$ cat src/can_pkg.sv
package can_pkg;

	//======================================================================
	// Field lengths, in bits after destuffing
	//======================================================================

	parameter int unsigned ID_A_BITS = 11;          // Base identifier
	parameter int unsigned ID_B_BITS = 18;          // Identifier extension
	parameter int unsigned DLC_BITS = 4;
	parameter int unsigned CRC_BITS = 15;
	parameter int unsigned EOF_BITS = 7;            // Recessive end of frame
	parameter int unsigned STUFF_RUN = 5;           // Equal bits before a stuff bit
	parameter int unsigned IDLE_RECOVERY_BITS = 11; // Recessive run that frees the bus
	parameter int unsigned MAX_DATA_BYTES = 8;

	//======================================================================
	// Frame types
	//======================================================================

	typedef logic [28:0] can_id_t;  // Base id right-aligned
	typedef logic [3:0]  can_dlc_t;
	typedef logic [63:0] can_data_t; // First byte is the top used byte
	typedef logic [CRC_BITS-1:0] can_crc_t;

	// x^15 + x^14 + x^10 + x^8 + x^7 + x^4 + x^3 + 1
	parameter can_crc_t CRC15_POLY = 15'h4599;

	typedef struct packed
	{
		logic      ide;  // 1 for extended format
		logic      rtr;  // 1 for remote frame
		can_id_t   id;
		can_dlc_t  dlc;  // Already capped at 8
		can_data_t data;
	} can_frame_t;

	typedef enum logic [2:0]
	{
		ERR_NONE,
		ERR_STUFF,  // Sixth equal bit in a stuffed field
		ERR_FORM,   // Fixed-form bit with wrong level
		ERR_ACK,    // Nobody acknowledged
		ERR_CRC     // Received CRC differs from computed one
	} can_error_e;

	// Frame FSM states, in bus order
	typedef enum logic [4:0]
	{
		ST_IDLE,
		ST_ID_A,
		ST_SRR_RTR,       // RTR in base frames, SRR in extended ones
		ST_IDE,
		ST_ID_B,
		ST_RTR,
		ST_RESERVED1,
		ST_RESERVED0,
		ST_DLC,
		ST_DATA,
		ST_CRC,
		ST_CRC_DELIMITER,
		ST_ACK_SLOT,
		ST_ACK_DELIMITER,
		ST_EOF,
		ST_INTERMISSION,
		ST_ERROR_WAIT     // Waits for the bus to go idle
	} can_state_e;

endpackage

$ cat src/can_bit_destuffer.sv
`timescale 1ns/10ps

module can_bit_destuffer
(
	input  logic clock,
	input  logic reset,
	input  logic rx_bit,
	input  logic sample_point,
	input  logic stuff_enable,  // High inside the stuffed part of the frame
	output logic stuff_bit,     // Current sample is a stuff bit
	output logic stuff_error    // Current sample extends a run past five
);

	import can_pkg::*;

	// Alternating start value so no run is seen right after reset
	localparam logic [STUFF_RUN-1:0] HISTORY_INIT = STUFF_RUN'(32'h5555_5555);

	logic [STUFF_RUN-1:0] history; // Newest bit in bit 0
	logic                 run_low;
	logic                 run_high;
	logic                 check;

	assign run_low = (history == '0);
	assign run_high = (history == '1);
	assign check = sample_point & stuff_enable;

	// Opposite level after a run, so the transmitter inserted it
	assign stuff_bit = check & ((run_low & rx_bit) | (run_high & ~rx_bit));

	// Same level again, six in a row
	assign stuff_error = check & ((run_low & ~rx_bit) | (run_high & rx_bit));

	// History follows every sample, stuff bits included
	// A stuff bit then starts the next run, as on the bus
	always_ff @(posedge clock or posedge reset)
	begin
		if (reset)
		begin
			history <= HISTORY_INIT;
		end
		else if (sample_point)
		begin
			history <= {history[STUFF_RUN-2:0], rx_bit};
		end
	end

endmodule

$ cat src/can_crc15.sv
`timescale 1ns/10ps

module can_crc15
(
	input  logic               clock,
	input  logic               reset,
	input  logic               sample_point,
	input  logic               data_bit,
	input  logic               crc_clear,   // Start of frame
	input  logic               crc_enable,  // Inside the CRC-covered fields
	input  logic               stuff_bit,   // Stuff bits stay out of the CRC
	output can_pkg::can_crc_t  crc_value
);

	import can_pkg::*;

	logic feedback;
	logic shift;

	assign feedback = data_bit ^ crc_value[CRC_BITS-1];
	assign shift = sample_point & crc_enable & ~stuff_bit;

	//======================================================================
	// Serial CRC-15, one destuffed bit per sample
	//======================================================================

	always_ff @(posedge clock or posedge reset)
	begin
		if (reset)
		begin
			crc_value <= '0;
		end
		else if (crc_clear)
		begin
			crc_value <= '0;  // SOF is dominant, so starting from zero covers it
		end
		else if (shift)
		begin
			if (feedback)
				crc_value <= {crc_value[CRC_BITS-2:0], 1'b0} ^ CRC15_POLY;
			else
				crc_value <= {crc_value[CRC_BITS-2:0], 1'b0};
		end
	end

endmodule

$ cat src/can_frame_fsm.sv
`timescale 1ns/10ps

module can_frame_fsm
#(
	parameter int unsigned INTERMISSION_BITS = 3  // 2 accepts SOF in the third bit
)
(
	input  logic                clock,
	input  logic                reset,
	input  logic                rx_bit,
	input  logic                sample_point,
	input  logic                stuff_bit,
	input  logic                stuff_error,
	input  can_pkg::can_crc_t   crc_value,
	output logic                stuff_enable,
	output logic                crc_clear,
	output logic                crc_enable,
	output can_pkg::can_frame_t frame,
	output logic                frame_valid,
	output can_pkg::can_error_e error,
	output logic                error_valid
);

	import can_pkg::*;

	can_state_e  state;
	can_state_e  next_state;
	logic [6:0]  bit_count;     // Bits taken in the current state
	logic        count_clear;   // Dominant bit breaks the idle run
	logic        take;          // Sample that carries a frame bit
	logic        sof;
	logic        frame_done;
	logic        detect_error;
	can_error_e  detect_code;

	// Field registers
	can_id_t     id_reg;
	logic        ide_reg;
	logic        rtr_reg;
	can_dlc_t    dlc_reg;
	can_data_t   data_reg;
	can_crc_t    crc_rx;

	can_dlc_t    dlc_shift;
	can_dlc_t    dlc_next;
	logic        dlc_last;
	logic [6:0]  data_last;     // Index of the last data bit

	assign take = sample_point & ~stuff_bit;
	assign sof = sample_point & (state == ST_IDLE) & ~rx_bit;
	assign crc_clear = sof;

	// Stuffing runs SOF to CRC; the CRC delimiter can still see a stuff bit
	assign stuff_enable = (state >= ST_ID_A) && (state <= ST_CRC_DELIMITER);
	assign crc_enable = (state >= ST_ID_A) && (state <= ST_DATA);

	// DLC above 8 means 8 bytes
	assign dlc_shift = {dlc_reg[DLC_BITS-2:0], rx_bit};
	assign dlc_last = (bit_count == 7'(DLC_BITS - 1));
	assign dlc_next = (dlc_last && dlc_shift > can_dlc_t'(MAX_DATA_BYTES))
		? can_dlc_t'(MAX_DATA_BYTES) : dlc_shift;
	assign data_last = {dlc_reg, 3'b000} - 7'd1;

	//======================================================================
	// Next state and checks
	//======================================================================

	always_comb
	begin
		next_state = state;
		count_clear = 1'b0;
		frame_done = 1'b0;
		detect_error = 1'b0;
		detect_code = ERR_NONE;
		if (stuff_error)
		begin
			detect_error = 1'b1;
			detect_code = ERR_STUFF;
		end
		else if (take)
		begin
			unique case (state)
				ST_IDLE:
					if (!rx_bit)
						next_state = ST_ID_A;  // SOF
				ST_ID_A:
					if (bit_count == 7'(ID_A_BITS - 1))
						next_state = ST_SRR_RTR;
				ST_SRR_RTR:
					next_state = ST_IDE;
				ST_IDE:
					next_state = rx_bit ? ST_ID_B : ST_RESERVED0;  // Base skips r1
				ST_ID_B:
					if (bit_count == 7'(ID_B_BITS - 1))
						next_state = ST_RTR;
				ST_RTR:
					next_state = ST_RESERVED1;
				ST_RESERVED1:
					next_state = ST_RESERVED0;
				ST_RESERVED0:
					next_state = ST_DLC;
				ST_DLC:
					if (dlc_last)
						next_state = (rtr_reg || dlc_next == '0) ? ST_CRC : ST_DATA;
				ST_DATA:
					if (bit_count == data_last)
						next_state = ST_CRC;
				ST_CRC:
					if (bit_count == 7'(CRC_BITS - 1))
						next_state = ST_CRC_DELIMITER;
				ST_CRC_DELIMITER:
					if (!rx_bit)
					begin
						detect_error = 1'b1;
						detect_code = ERR_FORM;
					end
					else
						next_state = ST_ACK_SLOT;
				ST_ACK_SLOT:
					if (rx_bit)
					begin
						detect_error = 1'b1;
						detect_code = ERR_ACK;  // No receiver drove the slot
					end
					else
						next_state = ST_ACK_DELIMITER;
				ST_ACK_DELIMITER:
					if (crc_rx != crc_value)
					begin
						detect_error = 1'b1;
						detect_code = ERR_CRC;
					end
					else if (!rx_bit)
					begin
						detect_error = 1'b1;
						detect_code = ERR_FORM;
					end
					else
						next_state = ST_EOF;
				ST_EOF:
					if (!rx_bit)
					begin
						detect_error = 1'b1;
						detect_code = ERR_FORM;
					end
					else if (bit_count == 7'(EOF_BITS - 1))
					begin
						frame_done = 1'b1;
						next_state = ST_INTERMISSION;
					end
				ST_INTERMISSION:
					if (!rx_bit)
					begin
						detect_error = 1'b1;
						detect_code = ERR_FORM;
					end
					else if (bit_count == 7'(INTERMISSION_BITS - 1))
						next_state = ST_IDLE;  // SOF may follow at once
				ST_ERROR_WAIT:
					if (!rx_bit)
						count_clear = 1'b1;  // Restart the recessive run
					else if (bit_count == 7'(IDLE_RECOVERY_BITS - 1))
						next_state = ST_IDLE;
				default:
					next_state = ST_IDLE;
			endcase
		end
		if (detect_error)
			next_state = ST_ERROR_WAIT;
	end

	//======================================================================
	// Control registers
	//======================================================================

	always_ff @(posedge clock or posedge reset)
	begin
		if (reset)
		begin
			state <= ST_IDLE;
			bit_count <= '0;
			frame_valid <= 1'b0;
			error <= ERR_NONE;
			error_valid <= 1'b0;
		end
		else
		begin
			state <= next_state;
			if (next_state != state || count_clear)
				bit_count <= '0;  // Each field counts from zero
			else if (take && state != ST_IDLE)
				bit_count <= bit_count + 7'd1;
			frame_valid <= frame_done;  // One clock after the last EOF sample
			error_valid <= detect_error;
			if (detect_error)
				error <= detect_code;  // Holds until the next error
		end
	end

	//======================================================================
	// Field capture
	//======================================================================

	always_ff @(posedge clock)
	begin
		if (sof)
		begin
			id_reg <= '0;    // Base ids end up right-aligned
			data_reg <= '0;  // Unused bytes read as zero
		end
		else if (take)
		begin
			unique case (state)
				ST_ID_A, ST_ID_B:
					id_reg <= {id_reg[$bits(can_id_t)-2:0], rx_bit};
				ST_SRR_RTR, ST_RTR:
					rtr_reg <= rx_bit;  // Extended frames overwrite the SRR value
				ST_IDE:
					ide_reg <= rx_bit;
				ST_DLC:
					dlc_reg <= dlc_next;
				ST_DATA:
					data_reg <= {data_reg[$bits(can_data_t)-2:0], rx_bit};
				ST_CRC:
					crc_rx <= {crc_rx[CRC_BITS-2:0], rx_bit};
				default:
					;  // Reserved bits and fixed-form bits are only checked
			endcase
		end
		if (frame_done)
		begin
			frame <= '{ide: ide_reg, rtr: rtr_reg, id: id_reg, dlc: dlc_reg,
				data: data_reg};
		end
	end

endmodule

$ cat src/can_decoder.sv
`timescale 1ns/10ps

module can_decoder
#(
	parameter int unsigned INTERMISSION_BITS = 3
)
(
	input  logic                clock,
	input  logic                reset,
	input  logic                rx_bit,        // Bus level after the transceiver
	input  logic                sample_point,  // One clock per bit time
	output can_pkg::can_frame_t frame,
	output logic                frame_valid,
	output can_pkg::can_error_e error,
	output logic                error_valid
);

	import can_pkg::*;

	//======================================================================
	// Destuffer and CRC feeding the frame FSM
	//======================================================================

	logic     stuff_bit;
	logic     stuff_error;
	logic     stuff_enable;
	logic     crc_clear;
	logic     crc_enable;
	can_crc_t crc_value;

	can_bit_destuffer can_bit_destuffer_i
	(
		.clock        (clock),
		.reset        (reset),
		.rx_bit       (rx_bit),
		.sample_point (sample_point),
		.stuff_enable (stuff_enable),
		.stuff_bit    (stuff_bit),
		.stuff_error  (stuff_error)
	);

	can_crc15 can_crc15_i
	(
		.clock        (clock),
		.reset        (reset),
		.sample_point (sample_point),
		.data_bit     (rx_bit),
		.crc_clear    (crc_clear),
		.crc_enable   (crc_enable),
		.stuff_bit    (stuff_bit),
		.crc_value    (crc_value)
	);

	can_frame_fsm #(.INTERMISSION_BITS(INTERMISSION_BITS)) can_frame_fsm_i
	(
		.clock        (clock),
		.reset        (reset),
		.rx_bit       (rx_bit),
		.sample_point (sample_point),
		.stuff_bit    (stuff_bit),
		.stuff_error  (stuff_error),
		.crc_value    (crc_value),
		.stuff_enable (stuff_enable),
		.crc_clear    (crc_clear),
		.crc_enable   (crc_enable),
		.frame        (frame),
		.frame_valid  (frame_valid),
		.error        (error),
		.error_valid  (error_valid)
	);

endmodule

$ cat config.mk
export PLATFORM = sky130hd
export DESIGN_NAME = can_decoder
export DESIGN_NICKNAME = d
export VERILOG_FILES = /design/src/can_pkg.sv /design/src/can_bit_destuffer.sv /design/src/can_crc15.sv /design/src/can_frame_fsm.sv /design/src/can_decoder.sv
export SDC_FILE = /design/constraint.sdc
export NUM_CORES = 1
export LEC_CHECK = 0
export ABC_AREA = 1
export BUFFER_PORTS_ARGS = -buffer_cell sky130_fd_sc_hd__buf_4
export CORE_AREA = 5 5 154 127
export DETAILED_ROUTE_END_ITERATION = 12
export DIE_AREA = 0 0 159 132
export PLACE_DENSITY_LB_ADDON = 0.25
export SYNTH_ARGS = -nofsm -noshare
export SYNTH_HDL_FRONTEND = slang
export SYNTH_HIERARCHICAL = 1
export SYNTH_SLANG_ARGS = --single-unit
export TNS_END_PERCENT = 1
$ cat constraint.sdc
create_clock -name clock -period 13.2 [get_ports clock]
set_clock_uncertainty 0.2 [all_clocks]
set_input_delay 3.96 -clock clock [delete_from_list [all_inputs] [get_ports clock]]
set_output_delay 3.96 -clock clock [all_outputs]
set_load 0.03 [all_outputs]
==> qor.yml, run 1 <==
place_congestion: 0.932
final_cell_mix: "nor2_1 (169), nand2_1 (162), edfxtp_1 (120)"
final_area_um2: 11900
vias: 7288
drc: 0
synthesis.nets: 1049
io_pins: 108
period_share_pct: 51.7
antenna-diode-count: 0
worstPathMaxFanout: 66
tightest_slew_ns: 1.20
die_area_um2: 21000
routedWlPerCell_um: 15.0
insertion_delay_ns: 0.51
largest_reg_flops: 99
postCtsResizedCells: 0
start_util_pct: 57.0
yosysTopAreaCellShare_pct: 35.5
fin_tns_setup_ns: 0
ys_types: 40
cts_tree: "yes"
area_growth_pct: 17.0
ant_nets: 0
synth_seq_cells: 250
fp-row-count: 44
fin_crit_ns: 6.83
grt_pass1_vias: 6765
critical_path_class: "input port to flop"
p_leak_nw: 5.11
worstSetupStartpointType: "input port"
routed_wl_um: 20700
synth_warnings: 6
nNetsFinal: 1139
drv_slew: 0
ctsHoldBuffers: 0
total_power_w: 0.00208
final_hold_viol_count: 0
place_area_um2: 11000
cts_max_level: 1
cts_setup_buffers: 0
layout_commonest_cell: "nor2_1"
powerDensity_nw_per_um2: 176
cap_viol_max_count: 0
grt.total_usage_pct: 19.3
synth_top_cell_by_area: "edfxtp_1"
grt_max_degree: 95
chipWidth_um: 159
place_hpwl_um: 13300
min_path_type: "flop to flop"
numPortBuffers: 107
clock-sinks: 250
drive_gt1_share_pct: 19.5
vias_per_cell: 5.28
numCtsBuffers: 25
relSlewSlack_pct: 19.7
synth_cells: 1041
status: "finished clean"
end_kind: "flop"
gr-total-overflow: 0
required_ns: 13.13
grt_pass1_wl_um: 34600
max_freq_ghz: 0.146
synth_area_leaders: "edfxtp_1 (36%), dfxtp_1 (18%), dfrtp_1 (8.4%)"
core_um2: 17800
grt_setup_unrepaired: "false"
syn_avg_cell_area_um2: 9.74
final-setup-viol-count: 0
peakVddDrop_mv: 0.135
dr.pass1.iters: 5
grt_antenna_before_repair: 0
drt_iter0_drc: 763
arrival_ns: 6.76
clkTransAtPathRegs_ns: 0.06
synth-seq-area-share_pct: 63.1
clock_path_buffers: 3
die_h_um: 132
cts-root-buf: "clkbuf_16"
netlist_area_um2: 10100
## power breakdown
part	switching [W]	leakage [nW]	internal, W
sequential	0.0000717	2.34	0.000903
combinational	0.000272	2.36	0.000129
clock	0.000287	0.411	0.000421
total	0.000631	5.11	0.00145
## cells in the mapped netlist, drive strengths merged
cell type,count
dfstp,3
clkbuf,35
o31ai,2
dfrtp,34
nand3,62
edfxtp,120
buf,14
xor2,6
o21ai,108
o21bai,2
nand3b,3
nor3,76
dfxtp,93
clkinv,2
nand4,7
a21oi,11
nor2,187
nand2,173
mux2i,1
inv,93
xnor2,2
a41oi,1
a221o,1
a21boi,1
ha,4
## per-stage QoR
| stage | util (%) | hold slack (ns) | setup slack [ns] | instances |
|---|---|---|---|---|
| finish | 66.7 | 0.233 | 6.37 | 1380 |
| global route | 66.7 | 0.247 | 6.16 | 1380 |
| CTS | 66.7 | 0.237 | 6.34 | 1380 |
| detailed placement | 62.0 | 0.221 | 5.81 | 1334 |
| global placement | 62.0 | 0.203 | 5.89 | 1334 |
| floorplan | - | 0.200 | 0.750 | 1041 |
## kinds of logic (layout without fill, tap and decap cells)
group	count (synthesis)	in the layout	share of synthesized area (%)
simple gates	508	508	23.1
flops	250	250	63.1
buf+inv	144	253	6.10
compound gates	126	126	6.48
xor+xnor	8	8	0.691
fa+ha+maj	4	4	0.494
mux	1	1	0.0987
## critical path, cell delays in order
cell and delay, ns:
buf_4 0.19, o21bai_1 0.18, nand2_1 0.07, nor2_2 0.05, nor2_4 0.25, inv_2 0.05, buf_4 0.33, nor2_2 0.21
inv_2 0.09, nor3_2 0.16, buf_4 0.49, buf_4 0.66
## per-layer routing
layer / vias to the layer above / GRT usage (%) / wire length (um)
met4: 0 / 5.07 / 500
met5: - / 0 / 0
met2: 196 / 29.4 / 9280
met3: 35 / 3.47 / 1170
met1: 3427 / 28.8 / 9780
li1: 3630 / - / -
## cell type report
cell class              count  area (um2)
multi-input cells         647        3140
clock buffers              37         721
well taps                 230         288
clock inverters             9         114
fillers                  1342        5920
repair buffers            112         841
inverters                  95         364
flip-flops and latches    250        6390
## final timing paths
check,to,slack (ns),startpoint,depth (start not counted)
max reg2reg,can_frame_fsm_i/frame[78]$_DFFE_PP_,8.82,can_frame_fsm_i/state[3]$_DFF_PP0_,16
max,can_frame_fsm_i/frame[78]$_DFFE_PP_,6.37,rx_bit,12
min in group asynchronous,can_bit_destuffer_i/history[3]$_DFFE_PP0P_,3.17,reset,2
min,can_frame_fsm_i/frame[98]$_DFFE_PP_,0.23,can_frame_fsm_i/ide_reg$_DFFE_PP_,0
min reg2reg,can_frame_fsm_i/frame[98]$_DFFE_PP_,0.23,can_frame_fsm_i/ide_reg$_DFFE_PP_,0
max in group asynchronous,can_frame_fsm_i/bit_count[3]$_DFFE_PP0P_,8.94,reset,2
(Power assumes the default switching activity.)
==> inputs of run 2 (changes only) <==
--- a/config.mk
+++ b/config.mk
@@ -5,11 +5,11 @@
 export SDC_FILE = /design/constraint.sdc
 export NUM_CORES = 1
 export LEC_CHECK = 0
-export ABC_AREA = 1
+export ABC_AREA = 0
 export BUFFER_PORTS_ARGS = -buffer_cell sky130_fd_sc_hd__buf_4
-export CORE_AREA = 5 5 154 127
+export CORE_AREA = 5 5 151 124
 export DETAILED_ROUTE_END_ITERATION = 12
-export DIE_AREA = 0 0 159 132
+export DIE_AREA = 0 0 156 129
 export PLACE_DENSITY_LB_ADDON = 0.25
 export SYNTH_ARGS = -nofsm -noshare
 export SYNTH_HDL_FRONTEND = slang
==> constraint.sdc (replaced) <==
create_clock -name clock -period 6.9 [get_ports clock]
set_clock_uncertainty 0.2 [all_clocks]
set_input_delay 2.07 -clock clock [delete_from_list [all_inputs] [get_ports clock]]
set_output_delay 2.07 -clock clock [all_outputs]
set_load 0.03 [all_outputs]
==> qor.yml, run 2 <==
status: "finished clean"  # unchanged
grt_max_degree: 86  # was 95
synthesis.nets: 872  # was 1,049
crit_buf_inv: 1  # was 6
die_h_um: 129  # was 132 um
seq_power_share_pct: 46.6  # was 46.8%
synth.most_common_cell: "nand2_1"  # was nor2_1
period_share_pct: 65.8
ys.flop_type: "edfxtp_1"  # unchanged
drc: 0  # unchanged
final-setup-viol-count: 0  # unchanged
drt_iter0_drc: 621  # was 763
critical_path_class: "input port to flop"  # unchanged
slowest_stage: "or3b_1"  # was buf_4
place_congestion: 0.923  # was 0.932
nNetsFinal: 958  # was 1,139
fp-row-count: 43  # was 44
grt_pass1_vias: 6141  # was 6,765
fin_tns_setup_ns: 0  # unchanged
clkTransAtPathRegs_ns: 0.06  # about the same
place_hpwl_um: 12800  # was 13,300 um
core_um2: 17100  # was 17,800 um2
synth_common_cells: "nand2_1 (220), edfxtp_1 (120), a21oi_1 (114)"  # was nor2_1 (170), nand2_1 (162), edfxtp_1 (120)
largest_reg_flops: 99  # unchanged
final_cell_mix: "nand2_1 (219), edfxtp_1 (120), a21oi_1 (114)"  # was nor2_1 (169), nand2_1 (162), edfxtp_1 (120)
cts_setup_buffers: 0  # unchanged
insertion_delay_ns: 0.51  # about the same
clock-sinks: 250  # unchanged
drive_gt1_share_pct: 18.6  # was 19.5%
cts_tree: "yes"  # unchanged
postCtsResizedCells: 0  # unchanged
synth-xor-area-share_pct: 3.31  # was 0.691%
chipWidth_um: 156  # was 159 um
grt_antenna_before_repair: 0  # unchanged
ys_types: 76  # was 40
netlist_area_um2: 9670  # was 10,100 um2
io_pins: 108  # unchanged
synth_top_cell_by_area: "edfxtp_1"  # unchanged
max_stage_delay_ns: 0.54  # was 0.66 ns
synthArstFlopShare_pct: 14.8  # unchanged
numPortBuffers: 107  # unchanged
die_area_um2: 20100  # was 21,000 um2
ctsHoldBuffers: 0  # unchanged
path_cells: "buf_4 -> nor3b_1 -> o21ba_2 -> or3b_1 -> a32oi_1 -> o311ai_1 -> a211oi_1 -> a21bo_2 -> nand3_1 -> nor4_1"  # was buf_4 -> o21bai_1 -> nand2_1 -> nor2_2 -> nor2_4 -> inv_2 -> buf_4 -> nor2_2 -> inv_2 -> nor3_2 -> buf_4 -> buf_4
synth_warnings: 6  # unchanged
grt.total_usage_pct: 19.7  # was 19.3%
fin_util_pct: 67.1  # was 66.7%
synth_area_leaders: "edfxtp_1 (37%), dfxtp_1 (19%), dfrtp_1 (8.8%)"  # was edfxtp_1 (36%), dfxtp_1 (18%), dfrtp_1 (8.4%)
yosysTopAreaCellShare_pct: 37.2  # was 35.5%
worstPathMaxFanout: 26  # was 66
worstSetupStartpointType: "input port"  # unchanged
synth-seq-area-share_pct: 66.1  # was 63.1%
pwr-share-comb_pct: 18.7  # was 19.3%
required_ns: 7.11  # was 13.13 ns
powerDensity_nw_per_um2: 338  # was 176 nW/um2
synth_top_family_by_area: "simple AND/OR/NAND/NOR gates"  # unchanged
grt_pass1_wl_um: 32400  # was 34,600 um
synth_cells: 864  # was 1,041
gr-total-overflow: 0  # unchanged
start_util_pct: 56.7  # was 57.0%
p_sw_share_pct: 29.1  # was 30.3%
synth-edff-count: 120  # unchanged
place_area_um2: 10600  # was 11,000 um2
routedWlPerCell_um: 16.9  # was 15.0 um
routed_wl_um: 20100  # was 20,700 um
arrival_ns: 4.75  # was 6.76 ns
synth_seq_cells: 250  # unchanged
antenna-diode-count: 0  # unchanged
pwr-share-clk_pct: 34.7  # was 34.0%
numCtsBuffers: 24  # was 25
peakVddDrop_mv: 0.278  # was 0.135 mV
syn_avg_cell_area_um2: 11.2  # was 9.74 um2
final_hold_viol_count: 0  # unchanged
relSlewSlack_pct: 21.6  # was 19.7%
min_path_type: "flop to flop"  # unchanged
vias_per_cell: 5.55  # was 5.28
layout_commonest_cell: "nand2_1"  # was nor2_1
synthSimpleGateAreaFrac_pct: 16.1  # was 23.1%
fin_crit_ns: 4.54
end_kind: "flop"  # unchanged
p_int_w: 0.00274  # was 0.00145 W
drv_slew: 0  # unchanged
tightest_slew_ns: 1.17  # was 1.20 ns
area_growth_pct: 18.3  # was 17.0%
final_area_um2: 11400  # was 11,900 um2
hold_ws_ns: 0.219  # was 0.233 ns
synthAdderAreaFrac_pct: 0.621  # was 0.494%
synth.area.mux_share_pct: 0.892  # was 0.0987%
cap_viol_max_count: 0  # unchanged
p_leak_nw: 4.45  # was 5.11 nW
final.fill_count: 1297  # was 1,342
crit_family: "compound AO/OA/AOI/OAI gates"  # was buffers and inverters
grt_setup_unrepaired: "false"  # unchanged
clock_path_buffers: 3  # unchanged
dr.pass1.iters: 5  # unchanged
cts_max_level: 1  # unchanged
synth_compound_area_share_pct: 10.2  # was 6.48%
cts-root-buf: "clkbuf_16"  # unchanged
power.switching_w: 0.00113  # was 0.000631 W
vias: 6620  # was 7,288
ant_nets: 0  # unchanged
max_freq_ghz: 0.220
## run 2: cell types whose count changed in the layout (fill, tap and decap cells not counted), sizes merged, moves of 7 or more
cell,delta
nor2,-165
a21oi,+103
o21ai,-93
inv,-82
nor3,-63
nand3,-53
nand2,+47
xor2,+13
xnor2,+12
nor4,+11
and3,+7
nand2b,+7
## run 2: through the flow
stage               total power (W)  cells  setup WS (ns)
floorplan                   0.00237    864          0.641
global placement            0.00253   1149           1.96
detailed placement          0.00254   1149           1.87
CTS                         0.00388   1193           2.39
global route                0.00404   1193           2.14
finish                      0.00386   1193           2.36
## run 2: cell families after synthesis
logic type | count (synthesis)
xor gates and xnor gates | 34
muxes | 8
buffers and inverters | 68
and+or+nand+nor | 334
adders and majority gates | 5
DFF | 250
AOI/OAI and AO/OA | 165
## run 2: power groups by stage
stage          Combinational, W  Clock (W)  Sequential [W]
2_1_floorplan          0.000581          0         0.00179
3_3_place_gp           0.000698          0         0.00183
3_5_place_dp           0.000711          0         0.00183
4_1_cts                0.000717    0.00136         0.00180
5_1_grt                0.000801    0.00143         0.00182
6_report               0.000723    0.00134         0.00180
## run 2: path summary, 6_finish.rpt
check / from / to / slack (ns) / cells past startpoint
max: rx_bit / can_frame_fsm_i/bit_count[6]$_DFFE_PP0P_ / 2.36 / 10
min: can_frame_fsm_i/ide_reg$_DFFE_PP_ / can_frame_fsm_i/frame[98]$_DFFE_PP_ / 0.22 / 0
max reg2reg: can_frame_fsm_i/state[0]$_DFF_PP0_ / can_frame_fsm_i/bit_count[6]$_DFFE_PP0P_ / 2.61 / 11
min reg2reg: can_frame_fsm_i/ide_reg$_DFFE_PP_ / can_frame_fsm_i/frame[98]$_DFFE_PP_ / 0.22 / 0
max in group asynchronous: reset / can_frame_fsm_i/bit_count[4]$_DFFE_PP0P_ / 4.58 / 2
min in group asynchronous: reset / can_bit_destuffer_i/history[3]$_DFFE_PP0P_ / 1.29 / 2
## run 2: cell type report
cell class              instances  area (um2)  share of cell area (%)
clock buffers                  34         678                    5.93
clock inverters                10         138                    1.20
inverters                      15        56.3                   0.492
multi-input cells             546        3030                    26.5
flip-flops and latches        250        6390                    55.9
well taps                     225         282                    2.46
repair buffers                113         861                    7.52
## run 2: per-layer routing
layer | global-route usage (%) | vias to the layer above | part of all wire, %
met3 | 3.46 | 30 | 6.8
met5 | 0 | - | 0
li1 | - | 3202 | -
met4 | 5.04 | 0 | 2.0
met1 | 30.4 | 3175 | 47
met2 | 29.0 | 213 | 45
## run 2: worst register-to-register path, stage by stage (launching register included)
cell and delay, ns:
dfrtp_1 0.68, or4_1 0.78, and3_1 0.24, nand2_1 0.07, o21ba_2 0.18, or3b_1 0.54, a32oi_1 0.22, o311ai_1 0.13
a211oi_1 0.40, a21bo_2 0.20, nand3_1 0.22, nor4_1 0.33
==> inputs of run 3 (changes only) <==
--- a/config.mk
+++ b/config.mk
@@ -5,11 +5,11 @@
 export SDC_FILE = /design/constraint.sdc
 export NUM_CORES = 1
 export LEC_CHECK = 0
-export ABC_AREA = 0
+export ABC_AREA = 1
 export BUFFER_PORTS_ARGS = -buffer_cell sky130_fd_sc_hd__buf_4
-export CORE_AREA = 5 5 151 124
+export CORE_AREA = 5 5 154 127
 export DETAILED_ROUTE_END_ITERATION = 12
-export DIE_AREA = 0 0 156 129
+export DIE_AREA = 0 0 159 132
 export PLACE_DENSITY_LB_ADDON = 0.25
 export SYNTH_ARGS = -nofsm -noshare
 export SYNTH_HDL_FRONTEND = slang
==> constraint.sdc (replaced) <==
create_clock -name clock -period 4.5 [get_ports clock]
set_clock_uncertainty 0.2 [all_clocks]
set_input_delay 1.35 -clock clock [delete_from_list [all_inputs] [get_ports clock]]
set_output_delay 1.35 -clock clock [all_outputs]
set_load 0.03 [all_outputs]
==> qor.yml, run 3 (synthesized netlist as in run 1, its figures left out) <==
die_h_um: 132  # was 129 um
final.fill_count: 1378  # was 1,297
nNetsFinal: 1144  # was 958
slowest_stage: "dfrtp_1"  # was or3b_1
drc: 0  # unchanged
fin_util_pct: 66.9  # was 67.1%
p_leak_nw: 5.13  # was 4.45 nW
status: "finished clean"  # unchanged
core_um2: 17800  # was 17,100 um2
peakVddDrop_mv: 0.387  # was 0.278 mV
worstPathMaxFanout: 16  # was 26
ff2ff_path_depth: 14  # was 11
clock-sinks: 250  # unchanged
final_cells: 1384  # was 1,193
final-setup-viol-count: 0  # unchanged
worstSetupStartpointType: "flop"  # was input port
drive_gt1_share_pct: 19.6  # was 18.6%
cts_max_level: 1  # unchanged
vias_per_cell: 5.27  # was 5.55
end_kind: "flop"  # unchanged
fp-row-count: 44  # was 43
cts_setup_buffers: 0  # unchanged
gr-total-overflow: 0  # unchanged
fin_crit_ns: 3.53
hp-start: "can_frame_fsm_i/ide_reg$_DFFE_PP_"  # unchanged
layout_commonest_cell: "nor2_1"  # was nand2_1
numPortBuffers: 107  # unchanged
final_hold_viol_count: 0  # unchanged
ff2ff_setup_slack_ns: 0.97  # was 2.61 ns
critical_path_class: "flop to flop"  # was input port to flop
place_congestion: 0.892  # was 0.923
drt_iter0_drc: 571  # was 621
crit_buf_inv: 5  # was 1
final_cell_mix: "nor2_1 (169), nand2_1 (162), edfxtp_1 (120)"  # was nand2_1 (219), edfxtp_1 (120), a21oi_1 (114)
hold_path_depth: 0  # unchanged
r2r-end: "can_frame_fsm_i/frame[2]$_DFFE_PP_"  # was can_frame_fsm_i/bit_count[6]$_DFFE_PP0P_
grt_pass1_vias: 6857  # was 6,141
die_area_um2: 21000  # was 20,100 um2
hold_path_end: "can_frame_fsm_i/frame[98]$_DFFE_PP_"  # unchanged
grt.total_usage_pct: 19.5  # was 19.7%
cts-root-buf: "clkbuf_16"  # unchanged
drv_slew: 0  # unchanged
min_path_type: "flop to flop"  # unchanged
dp.cells: 1340  # was 1,149
tightest_slew_ns: 1.13  # was 1.17 ns
relSlewSlack_pct: 24.6  # was 21.6%
cap_viol_max_count: 0  # unchanged
chipWidth_um: 159  # was 156 um
path_cells: "nor2_2 -> nand3_2 -> nand3_1 -> inv_1 -> nand2_1 -> inv_1 -> nand2_1 -> nor2_2 -> nor2_4 -> inv_2 -> nor2_2 -> inv_2 -> nor3_4 -> buf_4"  # was buf_4 -> nor3b_1 -> o21ba_2 -> or3b_1 -> a32oi_1 -> o311ai_1 -> a211oi_1 -> a21bo_2 -> nand3_1 -> nor4_1
vias: 7290  # was 6,620
area_growth_pct: 17.3  # was 18.3%
grt_setup_unrepaired: "false"  # unchanged
antenna-diode-count: 0  # unchanged
arrival_ns: 3.52  # was 4.75 ns
max_stage_delay_ns: 0.60  # was 0.54 ns
crit_family: "simple AND/OR/NAND/NOR gates"  # was compound AO/OA/AOI/OAI gates
routed_wl_um: 20700  # was 20,100 um
timing.rr.start: "can_frame_fsm_i/state[3]$_DFF_PP0_"  # was can_frame_fsm_i/state[0]$_DFF_PP0_
grt_antenna_before_repair: 0  # unchanged
clkTransAtPathRegs_ns: 0.06  # about the same
cts_tree: "yes"  # unchanged
start_util_pct: 57.0  # was 56.7%
grt_pass1_wl_um: 34900  # was 32,400 um
period_share_pct: 78.4
required_ns: 4.49  # was 7.11 ns
routedWlPerCell_um: 14.9  # was 16.9 um
cpMostUsedCell: "nor2_2"
place_hpwl_um: 13600  # was 12,800 um
insertion_delay_ns: 0.52  # was 0.51 ns
io_pins: 108  # unchanged
ant_nets: 0  # unchanged
largest_reg_flops: 99  # unchanged
ctsHoldBuffers: 0  # unchanged
grt_max_degree: 94  # was 86
numCtsBuffers: 24  # unchanged
postCtsResizedCells: 0  # unchanged
powerDensity_nw_per_um2: 505  # was 338 nW/um2
dr.pass1.iters: 5  # unchanged
max_freq_ghz: 0.283
clock_path_buffers: 3  # unchanged
-- run 3: changes by cell type in the layout (fill, tap and decap cells not counted), moves of 56 or more --
cell,previous run,this run
nor3_1,12,68
inv_1,15,74
a21oi_1,114,10
nand2_1,219,162
nor2_1,20,169
o21ai_0,9,105
-- run 3: worst max-delay path by stage --
stage / slack (ns) / cells past startpoint / from / to
floorplan: -0.58 / 8 / rx_bit / can_frame_fsm_i/frame[0]$_DFFE_PP_
global placement: 0.70 / 10 / rx_bit / can_frame_fsm_i/frame[11]$_DFFE_PP_
detailed placement: 0.62 / 10 / rx_bit / can_frame_fsm_i/frame[12]$_DFFE_PP_
CTS: 0.98 / 14 / can_frame_fsm_i/state[3]$_DFF_PP0_ / can_frame_fsm_i/frame[2]$_DFFE_PP_
global route: 0.71 / 14 / can_frame_fsm_i/state[3]$_DFF_PP0_ / can_frame_fsm_i/frame[2]$_DFFE_PP_
finish: 0.97 / 14 / can_frame_fsm_i/state[3]$_DFF_PP0_ / can_frame_fsm_i/frame[2]$_DFFE_PP_
-- run 3: per-layer routing --
metal  up-vias  global-route usage, %  wire length, um
li1       3642                      -                -
met1      3423                   28.9             9750
met2       196                   30.3             9360
met3        29                   3.69             1210
met4         0                   3.93              368
met5         -                      0                0
-- run 3: report_power, final --
group          leakage, nW  switching (W)  total [W]  internal, W
combinational         2.40       0.000797    0.00118     0.000385
clock                0.382       0.000828    0.00197      0.00114
sequential            2.34       0.000206    0.00285      0.00265
total                 5.13        0.00183    0.00601      0.00418
-- run 3: layout make-up --
type / count / area (um2) / share of cell area, %
tap: 230 / 288 / 2.42
clock inverter: 10 / 87.6 / 0.737
inverter: 95 / 364 / 3.06
clock buffer: 34 / 699 / 5.88
timing repair buffer: 118 / 911 / 7.66
sequential: 250 / 6390 / 53.8
multi-input combinational: 647 / 3140 / 26.4
-- run 3: metrics by stage --
step	setup WS (ns)	hold WS, ns	setup TNS [ns]	total power (W)	cell area [um2]
final	0.971	0.221	0	0.00601	11900
after global routing	0.706	0.241	0	0.00635	11900
after CTS	0.980	0.224	0	0.00604	11900
after detailed placement	0.624	0.206	0	0.00408	11100
after global placement	0.703	0.206	0	0.00404	11100
after floorplan	-0.580	0.200	-57.86	0.00384	10100
